$ cat config.mk
export PLATFORM = sky130hd
export DESIGN_NAME = ps2_host
export DESIGN_NICKNAME = d
export VERILOG_FILES = /design/src/hdl/ps2_pkg.sv /design/src/hdl/ps2_host.sv /design/src/hdl/ps2_line_sync.sv /design/src/hdl/ps2_regs.sv /design/src/hdl/ps2_rx.sv /design/src/hdl/ps2_tx.sv
export SDC_FILE = /design/constraint.sdc
export NUM_CORES = 1
export LEC_CHECK = 0
export BUFFER_PORTS_ARGS = -buffer_cell sky130_fd_sc_hd__buf_2
export CAP_MARGIN = 0
export CORE_AREA = 2 2 95 97
export DETAILED_ROUTE_END_ITERATION = 16
export DIE_AREA = 0 0 97 99
export PLACE_DENSITY = 0.57
export SLEW_MARGIN = 20
export SYNTH_ARGS = -nofsm -noshare
export SYNTH_HDL_FRONTEND = slang
export SYNTH_SLANG_ARGS = --single-unit
$ cat constraint.sdc
create_clock -name clk -period 2.6 [get_ports clk]
set_input_delay 0.52 -clock clk [delete_from_list [all_inputs] [get_ports clk]]
set_output_delay 0.52 -clock clk [all_outputs]
set_load 0.02 [all_outputs]
$ cat src/hdl/ps2_pkg.sv
package ps2_pkg;

    // ==========================================================
    // frame layout
    // ==========================================================

    // start, 8 data, parity, stop
    localparam int unsigned ps2_frame_bits = 11;

    localparam int unsigned ps2_data_bits = 8;   // payload width
    localparam int unsigned ps2_parity_pos = 9;  // index of parity bit in frame

    // ==========================================================
    // status register, read through sel_status
    // ==========================================================

    typedef struct packed {
        logic [4:0] pad;           // reads as zero
        logic       tx_ack;        // device pulled data low in ack slot
        logic       rx_parity_ok;  // last frame had odd parity
        logic       has_data;      // bit 0, byte waiting
    } ps2_status_t;

    // ==========================================================
    // receiver output towards the register block
    // ==========================================================

    typedef struct packed {
        logic [7:0] data;       // last received byte
        logic       parity_ok;  // odd parity check result
        logic       has_data;   // held until software clears it
    } ps2_rx_result_t;

endpackage

$ cat src/hdl/ps2_host.sv
`timescale 1ns/1ps

module ps2_host
    import ps2_pkg::*;
#(
    parameter int filter_len     = 4,
    parameter int inhibit_cycles = 5000
) (
    input  logic       clk,
    input  logic       rst,
    // processor bus
    input  logic       sel_data,
    input  logic       sel_status,
    input  logic       wr,
    input  logic       rd,
    input  logic [7:0] wdata,
    output logic [7:0] rdata,
    output logic       rdy,
    // PS/2 lines, outputs pull low when 1
    input  logic       ps2_clk_in,
    input  logic       ps2_data_in,
    output logic       ps2_clk_low,
    output logic       ps2_data_low
);

    logic           data_lvl;
    logic           clk_fall;
    logic           tx_start;
    logic [7:0]     tx_byte;
    logic           rx_clear;
    ps2_rx_result_t rx_result;
    logic           rx_busy;
    logic           rx_hold_clk;
    logic           tx_busy;
    logic           tx_ack;
    logic           tx_clk_low;
    logic           tx_data_low;

    ps2_line_sync #(
        .filter_len (filter_len)
    ) u_line_sync (
        .clk      (clk),
        .rst      (rst),
        .clk_in   (ps2_clk_in),
        .data_in  (ps2_data_in),
        .clk_lvl  (),
        .data_lvl (data_lvl),
        .clk_fall (clk_fall)
    );

    ps2_rx u_rx (
        .clk         (clk),
        .rst         (rst),
        .clk_fall    (clk_fall),
        .data_lvl    (data_lvl),
        .enable      (!tx_busy),  // no receive during a send
        .rx_clear    (rx_clear),
        .rx_result   (rx_result),
        .rx_busy     (rx_busy),
        .rx_hold_clk (rx_hold_clk)
    );

    ps2_tx #(
        .inhibit_cycles (inhibit_cycles)
    ) u_tx (
        .clk         (clk),
        .rst         (rst),
        .tx_start    (tx_start),
        .tx_byte     (tx_byte),
        .clk_fall    (clk_fall),
        .data_lvl    (data_lvl),
        .tx_busy     (tx_busy),
        .tx_ack      (tx_ack),
        .tx_clk_low  (tx_clk_low),
        .tx_data_low (tx_data_low)
    );

    ps2_regs u_regs (
        .clk        (clk),
        .rst        (rst),
        .sel_data   (sel_data),
        .sel_status (sel_status),
        .wr         (wr),
        .rd         (rd),
        .wdata      (wdata),
        .rx_result  (rx_result),
        .rx_busy    (rx_busy),
        .tx_busy    (tx_busy),
        .tx_ack     (tx_ack),
        .rdata      (rdata),
        .rdy        (rdy),
        .tx_start   (tx_start),
        .tx_byte    (tx_byte),
        .rx_clear   (rx_clear)
    );

    // clock held low by request-to-send or by an unread byte
    assign ps2_clk_low  = tx_clk_low || rx_hold_clk;
    assign ps2_data_low = tx_data_low;

endmodule

$ cat src/hdl/ps2_line_sync.sv
`timescale 1ns/1ps

module ps2_line_sync #(
    parameter int filter_len = 4
) (
    input  logic clk,
    input  logic rst,
    input  logic clk_in,
    input  logic data_in,
    output logic clk_lvl,
    output logic data_lvl,
    output logic clk_fall
);

    localparam int cnt_w = (filter_len > 1) ? $clog2(filter_len) : 1;

    // bit 1 is the PS/2 clock, bit 0 the PS/2 data
    logic [1:0]       sync_a;
    logic [1:0]       sync_b;
    logic [1:0]       lvl_q;
    logic [1:0]       accept;
    logic [cnt_w-1:0] stable_cnt [2];

    // two-flop synchronizer, lines idle high
    always_ff @(posedge clk) begin
        if (rst) begin
            sync_a <= 2'b11;
            sync_b <= 2'b11;
        end else begin
            sync_a <= {clk_in, data_in};
            sync_b <= sync_a;
        end
    end

    // new level taken after filter_len differing samples
    always_comb begin
        for (int i = 0; i < 2; i++) begin
            accept[i] = (sync_b[i] != lvl_q[i]) &&
                        (stable_cnt[i] == cnt_w'(filter_len - 1));
        end
    end

    always_ff @(posedge clk) begin
        if (rst) begin
            lvl_q    <= 2'b11;
            clk_fall <= 1'b0;
            for (int i = 0; i < 2; i++) begin
                stable_cnt[i] <= '0;
            end
        end else begin
            for (int i = 0; i < 2; i++) begin
                if (sync_b[i] == lvl_q[i] || accept[i]) begin
                    stable_cnt[i] <= '0;  // glitch or accepted, start over
                end else begin
                    stable_cnt[i] <= stable_cnt[i] + 1'b1;
                end
                if (accept[i]) begin
                    lvl_q[i] <= sync_b[i];
                end
            end
            clk_fall <= accept[1] && !sync_b[1];  // same cycle as clk_lvl 1 -> 0
        end
    end

    assign clk_lvl  = lvl_q[1];
    assign data_lvl = lvl_q[0];

endmodule

$ cat src/hdl/ps2_regs.sv
`timescale 1ns/1ps

module ps2_regs
    import ps2_pkg::*;
(
    input  logic           clk,
    input  logic           rst,
    input  logic           sel_data,
    input  logic           sel_status,
    input  logic           wr,
    input  logic           rd,
    input  logic [7:0]     wdata,
    input  ps2_rx_result_t rx_result,
    input  logic           rx_busy,
    input  logic           tx_busy,
    input  logic           tx_ack,
    output logic [7:0]     rdata,
    output logic           rdy,
    output logic           tx_start,
    output logic [7:0]     tx_byte,
    output logic           rx_clear
);

    ps2_status_t status;
    logic        start_q;
    logic        clear_q;
    logic        frame_active;
    logic        data_wr;
    logic        status_wr;

    // ==========================================================
    // write decode
    // ==========================================================

    // pending start counts as a frame in progress
    assign frame_active = tx_busy || rx_busy || start_q;

    assign data_wr   = wr && sel_data && !frame_active;  // busy write dropped
    assign status_wr = wr && sel_status;

    always_ff @(posedge clk) begin
        if (rst) begin
            start_q <= 1'b0;
            clear_q <= 1'b0;
        end else begin
            start_q <= data_wr;
            clear_q <= status_wr;
        end
    end

    always_ff @(posedge clk) begin
        if (data_wr) begin
            tx_byte <= wdata;
        end
    end

    assign tx_start = start_q;
    assign rx_clear = clear_q;

    // ==========================================================
    // read side
    // ==========================================================

    always_comb begin
        status              = '0;
        status.tx_ack       = tx_ack;
        status.rx_parity_ok = rx_result.parity_ok;
        status.has_data     = rx_result.has_data;
    end

    always_comb begin
        rdata = 8'h00;
        if (rd && sel_data) begin
            rdata = rx_result.data;
        end else if (rd && sel_status) begin
            rdata = status;
        end
    end

    // not selected, or nothing on the wire
    assign rdy = !(sel_data || sel_status) || !frame_active;

endmodule

$ cat src/hdl/ps2_rx.sv
`timescale 1ns/1ps

module ps2_rx
    import ps2_pkg::*;
(
    input  logic           clk,
    input  logic           rst,
    input  logic           clk_fall,
    input  logic           data_lvl,
    input  logic           enable,
    input  logic           rx_clear,
    output ps2_rx_result_t rx_result,
    output logic           rx_busy,
    output logic           rx_hold_clk
);

    logic [ps2_frame_bits-1:0] shift_q;
    logic [ps2_frame_bits-1:0] frame_next;
    logic [3:0]                bit_cnt;
    logic [ps2_data_bits-1:0]  data_q;
    logic                      busy_q;
    logic                      has_data_q;
    logic                      parity_ok_q;
    logic                      sample;
    logic                      last_bit;

    // LSB first, newest bit enters at the top
    assign frame_next = {data_lvl, shift_q[ps2_frame_bits-1:1]};

    // edges are ignored while a byte is held
    assign sample   = clk_fall && enable && !has_data_q;
    assign last_bit = (bit_cnt == 4'(ps2_frame_bits - 1));

    always_ff @(posedge clk) begin
        if (sample) begin
            shift_q <= frame_next;
        end
    end

    // ==========================================================
    // bit counter
    // ==========================================================

    always_ff @(posedge clk) begin
        if (rst) begin
            bit_cnt <= '0;
            busy_q  <= 1'b0;
        end else if (!enable) begin
            bit_cnt <= '0;  // host is sending, drop any partial frame
            busy_q  <= 1'b0;
        end else if (sample) begin
            if (bit_cnt == '0) begin
                if (!data_lvl) begin  // start bit read as 1 aborts
                    bit_cnt <= 4'd1;
                    busy_q  <= 1'b1;
                end
            end else if (last_bit) begin
                bit_cnt <= '0;
                busy_q  <= 1'b0;
            end else begin
                bit_cnt <= bit_cnt + 4'd1;
            end
        end
    end

    // ==========================================================
    // frame result
    // ==========================================================

    always_ff @(posedge clk) begin
        if (rst) begin
            has_data_q  <= 1'b0;
            parity_ok_q <= 1'b0;
        end else if (sample && last_bit) begin
            has_data_q  <= 1'b1;
            parity_ok_q <= ^frame_next[ps2_parity_pos:1];  // odd over data and parity
        end else if (rx_clear) begin
            has_data_q  <= 1'b0;
        end
    end

    always_ff @(posedge clk) begin
        if (sample && last_bit) begin
            data_q <= frame_next[ps2_data_bits:1];
        end
    end

    assign rx_result = '{data: data_q, parity_ok: parity_ok_q, has_data: has_data_q};

    assign rx_busy     = busy_q;
    assign rx_hold_clk = has_data_q;  // inhibit device until byte is read

endmodule

$ cat src/hdl/ps2_tx.sv
`timescale 1ns/1ps

module ps2_tx
    import ps2_pkg::*;
#(
    parameter int inhibit_cycles = 5000
) (
    input  logic       clk,
    input  logic       rst,
    input  logic       tx_start,
    input  logic [7:0] tx_byte,
    input  logic       clk_fall,
    input  logic       data_lvl,
    output logic       tx_busy,
    output logic       tx_ack,
    output logic       tx_clk_low,
    output logic       tx_data_low
);

    localparam int inh_w = $clog2(inhibit_cycles + 1);

    typedef enum logic [1:0] {
        st_idle,
        st_inhibit,
        st_shift
    } tx_state_t;

    tx_state_t                 state;
    logic [inh_w-1:0]          inh_cnt;
    logic [3:0]                bit_cnt;
    logic [3:0]                bit_nxt;
    logic [ps2_frame_bits-1:0] frame_q;
    logic                      parity;
    logic                      start_ok;
    logic                      inhibit_done;
    logic                      last_edge;

    assign parity       = ~^tx_byte;  // odd parity
    assign start_ok     = tx_start && (state == st_idle);
    assign bit_nxt      = bit_cnt + 4'd1;
    assign inhibit_done = (inh_cnt == inh_w'(inhibit_cycles - 1));
    assign last_edge    = (bit_cnt == 4'(ps2_frame_bits - 1));

    assign tx_busy = (state != st_idle);

    // stop, parity, data, start
    always_ff @(posedge clk) begin
        if (start_ok) begin
            frame_q <= {1'b1, parity, tx_byte, 1'b0};
        end
    end

    // ==========================================================
    // request-to-send and shift sequence
    // ==========================================================

    always_ff @(posedge clk) begin
        if (rst) begin
            state       <= st_idle;
            inh_cnt     <= '0;
            bit_cnt     <= '0;
            tx_clk_low  <= 1'b0;
            tx_data_low <= 1'b0;
            tx_ack      <= 1'b0;
        end else begin
            case (state)
                st_idle: begin
                    if (start_ok) begin
                        state      <= st_inhibit;
                        inh_cnt    <= '0;
                        tx_clk_low <= 1'b1;  // hold device clock low
                        tx_ack     <= 1'b0;
                    end
                end

                st_inhibit: begin
                    if (inhibit_done) begin
                        state       <= st_shift;
                        bit_cnt     <= '0;
                        tx_clk_low  <= 1'b0;          // release clock
                        tx_data_low <= !frame_q[0];   // start bit
                    end else begin
                        inh_cnt <= inh_cnt + 1'b1;
                    end
                end

                st_shift: begin
                    if (clk_fall) begin
                        if (last_edge) begin
                            // ack slot, device pulls data low
                            tx_ack      <= !data_lvl;
                            tx_data_low <= 1'b0;
                            state       <= st_idle;
                        end else begin
                            tx_data_low <= !frame_q[bit_nxt];  // stop bit releases line
                            bit_cnt     <= bit_nxt;
                        end
                    end
                end

                default: begin
                    state       <= st_idle;
                    tx_clk_low  <= 1'b0;
                    tx_data_low <= 1'b0;
                end
            endcase
        end
    end

endmodule

== Yosys cells after proc, flatten, opt, wreduce, memory -nomap -nowiden ==
Memories as Yosys holds them, arrays and structs flattened.
Index checks and enable logic that the tools add are counted.
Operators by class
  equal/unequal tests: 18
  mux-type cells: 53
  magnitude comparators: 1
  bitwise gates (word level): 6
  $add $sub $neg: 5
  reduce and logical (&&, ||, !) cells: 45
Operator list (count)
  $mux W1: 28
  $mux W13: 2
  $pmux W13 S2: 1
  $mux W4: 6
  $mux W2: 8
  $add A13 B1 Y13 const B: 1
  $eq A13 B13 Y1 const B: 1
  $logic_and A1 B1 Y1: 12
  $reduce_and A3 Y1: 4
  $reduce_and A4 Y1: 3
  $reduce_bool A2 Y1: 6
  $reduce_xor A9 Y1: 1
  $add A4 B1 Y4 const B: 2
  $eq A4 B4 Y1 const B: 2
  $mux W8: 1
  $ne A2 B2 Y1 const B: 4
  $pmux W4 S2: 1
  $reduce_xnor A8 Y1: 1
  $logic_not A1 Y1: 7
  $logic_or A1 B1 Y1: 7
  $eq A2 B2 Y1 const B: 3
  $ne A2 B1 Y1 const B: 3
  $pmux W1 S3: 2
  $pmux W2 S3: 1
  other kinds (14): 21
Word-level totals
  logic and storage cells: 150
  memories: 1
  input port bits: 16
  bits in registers: 74
  RAM bits: 4
Memories
  u_line_sync.stable_cnt: depth 2, width 2, read ports 2, clocked after memory_dff 0, write ports 2, RTL line ps2_line_sync.sv:22  | logic [cnt_w-1:0] stable_cnt [2];

== Logic depth before layout (Yosys ltp) ==
Gate-level depths: netlist of run 1.
An unclocked memory read counts as a cell.
  word-level depth: 9
  depth in mapped cells: 8
  mapped depth without buffers: 7

== By module ==
Synthesis of run 1 repeated with hierarchy kept, for this count alone.
Unflattened totals
  cell total of the unflattened synthesis: 293
  area total of the unflattened synthesis: 3434.5 µm²
By module, submodules not included
  ps2_tx: instances 1, seq. area each 710.7 µm², area each 1626.6 µm², cells each 165
  ps2_rx: instances 1, seq. area each 650.6 µm², area each 970.9 µm², cells each 69
  ps2_line_sync: instances 1, seq. area each 260.2 µm², area each 431.7 µm², cells each 30
  ps2_regs: instances 1, seq. area each 280.3 µm², area each 395.4 µm², cells each 27
  ps2_host: instances 1, seq. area each 0.0 µm², area each 10.0 µm², cells each 2

== Worst setup path after synthesis of run 1 ==
OpenSTA, ideal clock, no wires.
  path type: register to register
  start: register u_tx.inh_cnt[6]
  end: register u_tx.bit_cnt[0]
  buffers on the path: 1
  cell stages (with the launch flop): 7
  setup slack: 0.646 ns
  data arrival time: 1.826 ns
  data required time: 2.471 ns
  cell sequence: dfxtp_1 -> or4b_1 -> or4_1 -> buf_6 -> a21oi_4 -> mux2i_1 -> nor2_1
On the way
  word-level cells in the longest chain between the ends: 3
Ends and longest elaborated chain
  start: declaration: RTL line ps2_tx.sv:29  | logic [inh_w-1:0] inh_cnt;
  start signal: assignment: RTL line ps2_tx.sv:83  | inh_cnt <= inh_cnt + 1'b1;
  $eq A13 B13 Y1: RTL line ps2_tx.sv:41  | assign inhibit_done = (inh_cnt == inh_w'(inhibit_cycles - 1));
  $ne A2 B1 Y1 (no line)
  $reduce_and A4 Y1 (no line)
  end signal: assignment: RTL line ps2_tx.sv:96  | bit_cnt <= bit_nxt;
  end: declaration: RTL line ps2_tx.sv:30  | logic [3:0] bit_cnt;
No other way between the ends.
A chain may end at the register's enable or synchronous reset.

== Worst setup path in the final report of run 1 ==
  start: register u_tx.state[0]
  end: output rdy
On the way
  word-level cells in the longest chain between the ends: 5
Ends and longest elaborated chain
  start: declaration: RTL line ps2_tx.sv:28  | tx_state_t state;
  start signal: assignment: RTL line ps2_tx.sv:59  | state <= st_idle;
  start signal: assignment: RTL line ps2_tx.sv:69  | state <= st_inhibit;
  start signal: assignment: RTL line ps2_tx.sv:78  | state <= st_shift;
  $reduce_bool A2 Y1: RTL line ps2_tx.sv:44  | assign tx_busy = (state != st_idle);
  $logic_or A1 B1 Y1 (2 in series): RTL line ps2_regs.sv:36  | assign frame_active = tx_busy || rx_busy || start_q;
  $logic_not A1 Y1: RTL line ps2_regs.sv:81  | assign rdy = !(sel_data || sel_status) || !frame_active;
  $logic_or A1 B1 Y1: RTL line ps2_regs.sv:81
  end: declaration: RTL line ps2_host.sv:18  | output logic rdy,
No other way between the ends.

==> impl_metrics.csv, run 1 <==
group,metric,value,unit
outcome,status,"complete, no violations",
layout,nFillCells,806,
detailed_routing,finalWirelength,5724,um
logic_synthesis,synth.distinct_cells,52,
clocking,cts_max_level,3,
logic_synthesis,netlist_area,0.003396,sq mm
sta,tightest_slew,525.5,ps
placed_design,preCtsSetupSlack,449.6,ps
sta,drv_slew,0,
sta,min_period_over_period,0.8347,
logic_synthesis,async_reset_ff_frac,0,
clocking,cts_tree,"built",
sta,fin_setup_tns,0,ps
critical_path,cp-start-kind,"flip-flop",
detailed_routing,drtPass1Iterations,4,
clocking,root_buffer,"clkbuf_8",
power_and_ir_drop,powerDensity,752.0,mW/mm^2
power_and_ir_drop,p_clk_frac,0.348,
power_and_ir_drop,p_int,2.112,mW
logic_synthesis,ys.flop_type,"edfxtp_1",
layout,insertedDiodeCount,0,
critical_path,crit_arrival,1650,ps
global_routing,antenna_found_initial,0,
clocking,ctsHoldBuffers,0,
critical_path,cp-end-kind,"output pin",
floorplan,core.rowCount,34,
sta,layout_min_cycle_time,2170,ps
detailed_routing,drc,0,
power_and_ir_drop,leakage,1.474,nW
layout,finalNetCount,371,
logic_synthesis,synthTopCellsByArea,"edfxtp_1 (34%), dfxtp_1 (22%), xnor2_1 (5.2%)",
clocking,clk_path_buf_depth,2,
floorplan,die_area,0.009603,sq mm
sta,fmax,460.8,MHz
layout,instances_no_fill,456,
sta,rsz0062_at_grt,"false",
logic_synthesis,syn_avg_cell_area,11.03,sq um
clocking,cts_made_buffers,9,
detailed_routing,postRouteAntennaNets,0,
detailed_routing,drtIter0Drc,67,
critical_path,worst-setup-path-type,"flip-flop to output pin",
detailed_routing,wl_per_cell,12.55,um
power_and_ir_drop,netSwitchingFraction,0.2773,
global_routing,grt_start_max_net_pins,24,
logic_synthesis,synth_top_cell_area_share,0.3360,
sta,maxSlewHeadroom,0.6497,
placed_design,place_area,0.003655,sq mm
global_routing,grt_pass1_vias,2181,
clocking,ctsResizeCount,0,
power_and_ir_drop,pwr-share-comb,0.187,
floorplan,core_region_area,0.008551,sq mm
layout,design_area,0.003886,sq mm
sta,setup_slack,429.9,ps
power_and_ir_drop,switchingPower,810.5,uW
logic_synthesis,yosysSeqAreaShare,0.5601,
floorplan,num_io_pins,27,
floorplan,die_w,97,um
global_routing,grtUsageTotal,0.1326,
logic_synthesis,ys_warn_count,0,
clocking,cts_num_sinks,76,
global_routing,use_met3,0.04255,
layout,synthToLayoutAreaGrowth,14.44,%
logic_synthesis,synth_cells,308,
global_routing,grtUsageMet1,0.1810,
clocking,path_clk_slew,80,ps
placed_design,port_buffers,26,
layout,layout_common_cells,"dfxtp_1 (38), edfxtp_1 (38), nand2_1 (29), nor2_1 (29), buf_2 (26)",
global_routing,grt.busiest_layer,"met2",
sta,hold_ws,347.8,ps
sta,hold_viol,0,
critical_path,cp_data_required_time,2080,ps
critical_path,cp_max_fo,9,
global_routing,grt_pass1_wl,10290,um
clocking,clock_latency,340,ps
detailed_routing,dr_total_vias,2254,
sta,setup_viol,0,
clocking,postCtsSetupRepairBufs,0,
logic_synthesis,synth_area_leader_cell,"edfxtp_1",
global_routing,grtUsageMet2,0.2014,
sta,skew,7.601,ps
min_path,hold_path.class,"primary input to flip-flop",
logic_synthesis,synth_edf_count,38,
run,maxCapViolCount,0,
power_and_ir_drop,p_seq_frac,0.465,
global_routing,grt_overflow_total,0,
placed_design,dp.final_hpwl,4169,um
placed_design,dp.cells,440,
detailed_routing,vias_per_cell,4.943,
placed_design,globalplace.congestion,0.7341,
power_and_ir_drop,ir_drop,0.4499,mV
floorplan,die_height,99,um
floorplan,initial_utilization,0.3971,
layout,final_layout_size_suffix_gt1_frac,0.1667,
logic_synthesis,synth_seq_cells,76,
## power groups by stage
stage	logic, mW	clock network [mW]	registers, mW
after floorplan	0.415	0	1.39
after global placement	0.546	0	1.39
after CTS	0.554	1.05	1.36
final	0.546	1.02	1.36
after detailed placement	0.549	0	1.39
after global routing	0.612	1.10	1.37
## cells by family (layout without fill, tap and decap cells)
group,count (synthesis),count (layout),synth area share
XOR/XNOR,26,26,0.07111
buffers and inverters,24,61,0.02948
multiplexers,9,9,0.03058
AND/OR/NAND/NOR,116,116,0.1754
other,1,4,0.001104
adder cells (fa/ha/maj),12,12,0.04421
flip-flops,76,76,0.5601
AO/OA/AOI/OAI,44,44,0.08807
## layer usage
| metal | wire, um | share of wire |
|---|---|---|
| met1 | 2862 | 0.50 |
| met2 | 2523 | 0.44 |
| met3 | 266 | 0.046 |
| met4 | 72 | 0.013 |
| met5 | 0 | 0 |
## synthesized netlist by cell type, types with 3 or more instances
cell,instances
a21oi_1,12
and2_1,6
and3_1,10
clkbuf_1,4
dfxtp_1,38
edfxtp_1,38
ha_1,12
inv_1,16
mux2i_1,7
nand2_1,29
nand2b_1,4
nand3_1,6
nand3b_1,3
nand4_1,6
nor2_1,29
o21ai_0,10
or2_2,5
or3_1,6
xnor2_1,20
xor2_1,5
## sequential cells by signal (all words and copies together) (netlist names), 2 cells and up
register	count
u_tx.inh_cnt	13
u_rx.shift_q	9
u_tx.frame_q	9
u_regs.tx_byte	8
u_rx.data_q	8
u_line_sync.stable_cnt	4
u_rx.bit_cnt	4
u_tx.bit_cnt	4
u_line_sync.lvl_q	2
u_line_sync.sync_a	2
u_line_sync.sync_b	2
u_tx.state	2
## path summary, 6_finish.rpt
check | endpoint | slack [ps] | depth (start not counted) | from
max | rdy | 430 | 5 | u_tx.state[0]$_SDFFE_PP0P_
min | u_regs.tx_byte[4]$_DFFE_PP_ | 350 | 1 | wdata[4]
max reg2reg | u_tx.bit_cnt[0]$_SDFFE_PP0P_ | 450 | 7 | u_tx.state[1]$_SDFFE_PP0P_
min reg2reg | u_line_sync.sync_b[1]$_SDFF_PP1_ | 420 | 1 | u_line_sync.sync_a[1]$_SDFF_PP1_
## per-stage QoR
step                        util  total power, mW
after CTS                 0.4545            2.961
final                     0.4545            2.923
after detailed placement  0.4274            1.936
after global placement    0.4274            1.932
after floorplan                -            1.801
after global routing      0.4545            3.081
## layout make-up
class | instances | area, sq um | area share
multi-input cells | 211 | 1405 | 0.3616
clock inverters | 6 | 93.84 | 0.02415
inverters | 16 | 60.06 | 0.01545
repair buffers | 29 | 152.6 | 0.03928
well taps | 108 | 135.1 | 0.03477
flip-flops and latches | 76 | 1902 | 0.4894
clock buffers | 10 | 137.6 | 0.03542
## worst max-delay path, cell delays in order (launching register included)
cell     delay (ps)
dfxtp_1         330
inv_1           100
ha_1            320
nand2_1         150
o22ai_1         200
buf_2           200
Power figures use the tool's default switching activity.
==> inputs of run 2 (changes only) <==
clock period = 2 ns   (was 2.6 ns; I/O delays follow)
==> impl_metrics.csv, run 2 (synthesis gave the netlist of run 1 again) <==
group,metric,value,unit
global_routing,grt_pass1_wl,10470,um
clocking,path_clk_slew,80,ps
layout,layout_commonest_cell,"edfxtp_1",
critical_path,crit_start,"u_tx.inh_cnt[3]$_SDFFE_PP0P_",
outcome,status,"complete, no violations",
clocking,ctsHoldBuffers,0,
floorplan,initial_utilization,0.3971,
placed_design,port_buffers,26,
critical_path,max_stage_delay,570,ps
layout,layout_common_cells,"edfxtp_1 (38), dfxtp_1 (36), nand2_1 (29), nor2_1 (29)",
critical_path,cp-start-kind,"flip-flop",
clocking,root_buffer,"clkbuf_8",
detailed_routing,finalWirelength,6142,um
layout,final_layout_size_suffix_gt1_frac,0.2304,
sta,setup_slack,40.00,ps
critical_path,cp_cell_sequence,"or4b_1 > or4_4 > a21oi_4 > mux2i_1 > nor2_1",
detailed_routing,drtIter0Drc,72,
layout,insertedDiodeCount,0,
power_and_ir_drop,powerDensity,939.2,mW/mm^2
critical_path,worst-path-buf-inv,0,
floorplan,die_w,97,um
global_routing,grt_overflow_total,0,
layout,nFillCells,796,
clocking,cts_max_level,3,
sta,min_period_over_period,0.9800,
min_path,worstHoldPathCells,1,
sta,fmax,510.2,MHz
run,maxCapViolCount,0,
layout,synthToLayoutAreaGrowth,19.38,%
min_path,worstHoldEndpoint,"u_regs.tx_byte[2]$_DFFE_PP_",
power_and_ir_drop,ir_drop,0.5691,mV
layout,top_regs,"u_tx.inh_cnt: 13 flops, u_rx.shift_q: 9 flops, u_tx.frame_q: 9 flops",
critical_path,crit-reg2reg-launch,"u_tx.inh_cnt[3]$_SDFFE_PP0P_",
detailed_routing,vias_per_cell,4.943,
power_and_ir_drop,leakage,1.579,nW
global_routing,grt_start_max_net_pins,14,
clocking,cts_made_buffers,9,
floorplan,num_io_pins,27,
critical_path,crit_arrival,2200,ps
sta,skew,13.55,ps
global_routing,antenna_found_initial,0,
floorplan,core_region_area,0.008551,sq mm
floorplan,die_area,0.009603,sq mm
sta,hold_viol,0,
min_path,worstHoldStart,"wdata[2]",
detailed_routing,drtPass1Iterations,4,
detailed_routing,dr_total_vias,2358,
floorplan,core.rowCount,34,
sta,fin_setup_tns,0,ps
critical_path,r2r-end,"u_tx.bit_cnt[1]$_SDFFE_PP0P_",
placed_design,globalplace.congestion,0.7884,
critical_path,crit_family,"simple AND/OR/NAND/NOR gates",
sta,setup_viol,0,
critical_path,r2r_slack,40,ps
critical_path,cp_data_required_time,2240,ps
placed_design,preCtsSetupSlack,-18.49,ps
critical_path,worst-setup-path-type,"flip-flop to flip-flop",
sta,layout_min_cycle_time,1960,ps
critical_path,cp-end-kind,"flip-flop",
clocking,cts_tree,"built",
layout,finalNetCount,392,
clocking,cts_num_sinks,76,
clocking,clk_path_buf_depth,2,
min_path,hold_path.class,"primary input to flip-flop",
global_routing,grtUsageTotal,0.1348,
sta,drv_slew,0,
critical_path,slowest_stage,"or4_4",
critical_path,r2r_cells,5,
sta,rsz0062_at_grt,"true",
sta,hold_ws,226.7,ps
floorplan,die_height,99,um
detailed_routing,wl_per_cell,12.88,um
placed_design,dp.final_hpwl,4520,um
layout,largest_reg_flops,13,
global_routing,grt_pass1_vias,2324,
clocking,clock_latency,350,ps
detailed_routing,postRouteAntennaNets,0,
critical_path,cp_max_fo,8,
detailed_routing,drc,0,
layout,regMostFlops,"u_tx.inh_cnt",
[run 2: changes by cell type in the layout (fill, tap and decap cells not counted), sizes merged]
cell / previous run / this run
inv: 18 / 16
bufinv: 2 / 1
clkinv: 1 / 4
buf: 29 / 50
[run 2: repair_timing]
item                       CTS  global route
setup endpoints to repair    3            12
setup buffers                0             1
pin swaps                    2             2
resized for setup            5             7
[run 2: through the flow]
step                power [mW]  area (sq um)  cells  utilization
finish                   3.808          4054    477       0.4741
global placement         2.621          3812    461       0.4459
detailed placement       2.637          3812    461       0.4459
global route             4.016          4054    477       0.4741
floorplan                2.341          3407    311            -
CTS                      3.831          4030    477       0.4713
[run 2: where the power goes]
group | leakage, nW | total (mW) | switching [mW] | internal (mW)
Sequential | 0.659 | 1.77 | 0.0430 | 1.73
Clock | 0.0999 | 1.16 | 0.551 | 0.608
Combinational | 0.821 | 0.880 | 0.480 | 0.400
[run 2: worst register-to-register path, delay by kind of cell (launching register included)]
family | cells | cell delay (ps)
compound gates | 1 | 200
flops | 1 | 330
mux | 1 | 200
simple gates | 3 | 1130
[run 2: worst max-delay path by stage]
stage / to / slack, ps / cells past startpoint
floorplan: u_tx.bit_cnt[0]$_SDFFE_PP0P_ / 50 / 6
global placement: u_tx.bit_cnt[1]$_SDFFE_PP0P_ / 20 / 6
detailed placement: u_tx.bit_cnt[0]$_SDFFE_PP0P_ / -20 / 6
CTS: u_tx.bit_cnt[0]$_SDFFE_PP0P_ / -20 / 6
global route: u_tx.bit_cnt[1]$_SDFFE_PP0P_ / -40 / 5
finish: u_tx.bit_cnt[1]$_SDFFE_PP0P_ / 40 / 5
[run 2: routing by layer]
layer	up-vias	global-route usage	share of wire
met5	-	0	0
met4	0	0.06176	0.019
met2	34	0.2212	0.46
met1	1112	0.1704	0.48
met3	10	0.03121	0.041
li1	1202	-	-
[run 2: final cells by class]
type | instances | area, sq um | share of cell area
clock buffer | 10 | 137.6 | 0.03395
clock inverter | 6 | 63.81 | 0.01574
inverter | 16 | 60.06 | 0.01481
multi-input combinational | 211 | 1440 | 0.3552
sequential | 76 | 1904 | 0.4698
tap | 108 | 135.1 | 0.03333
timing repair buffer | 50 | 312.8 | 0.07716
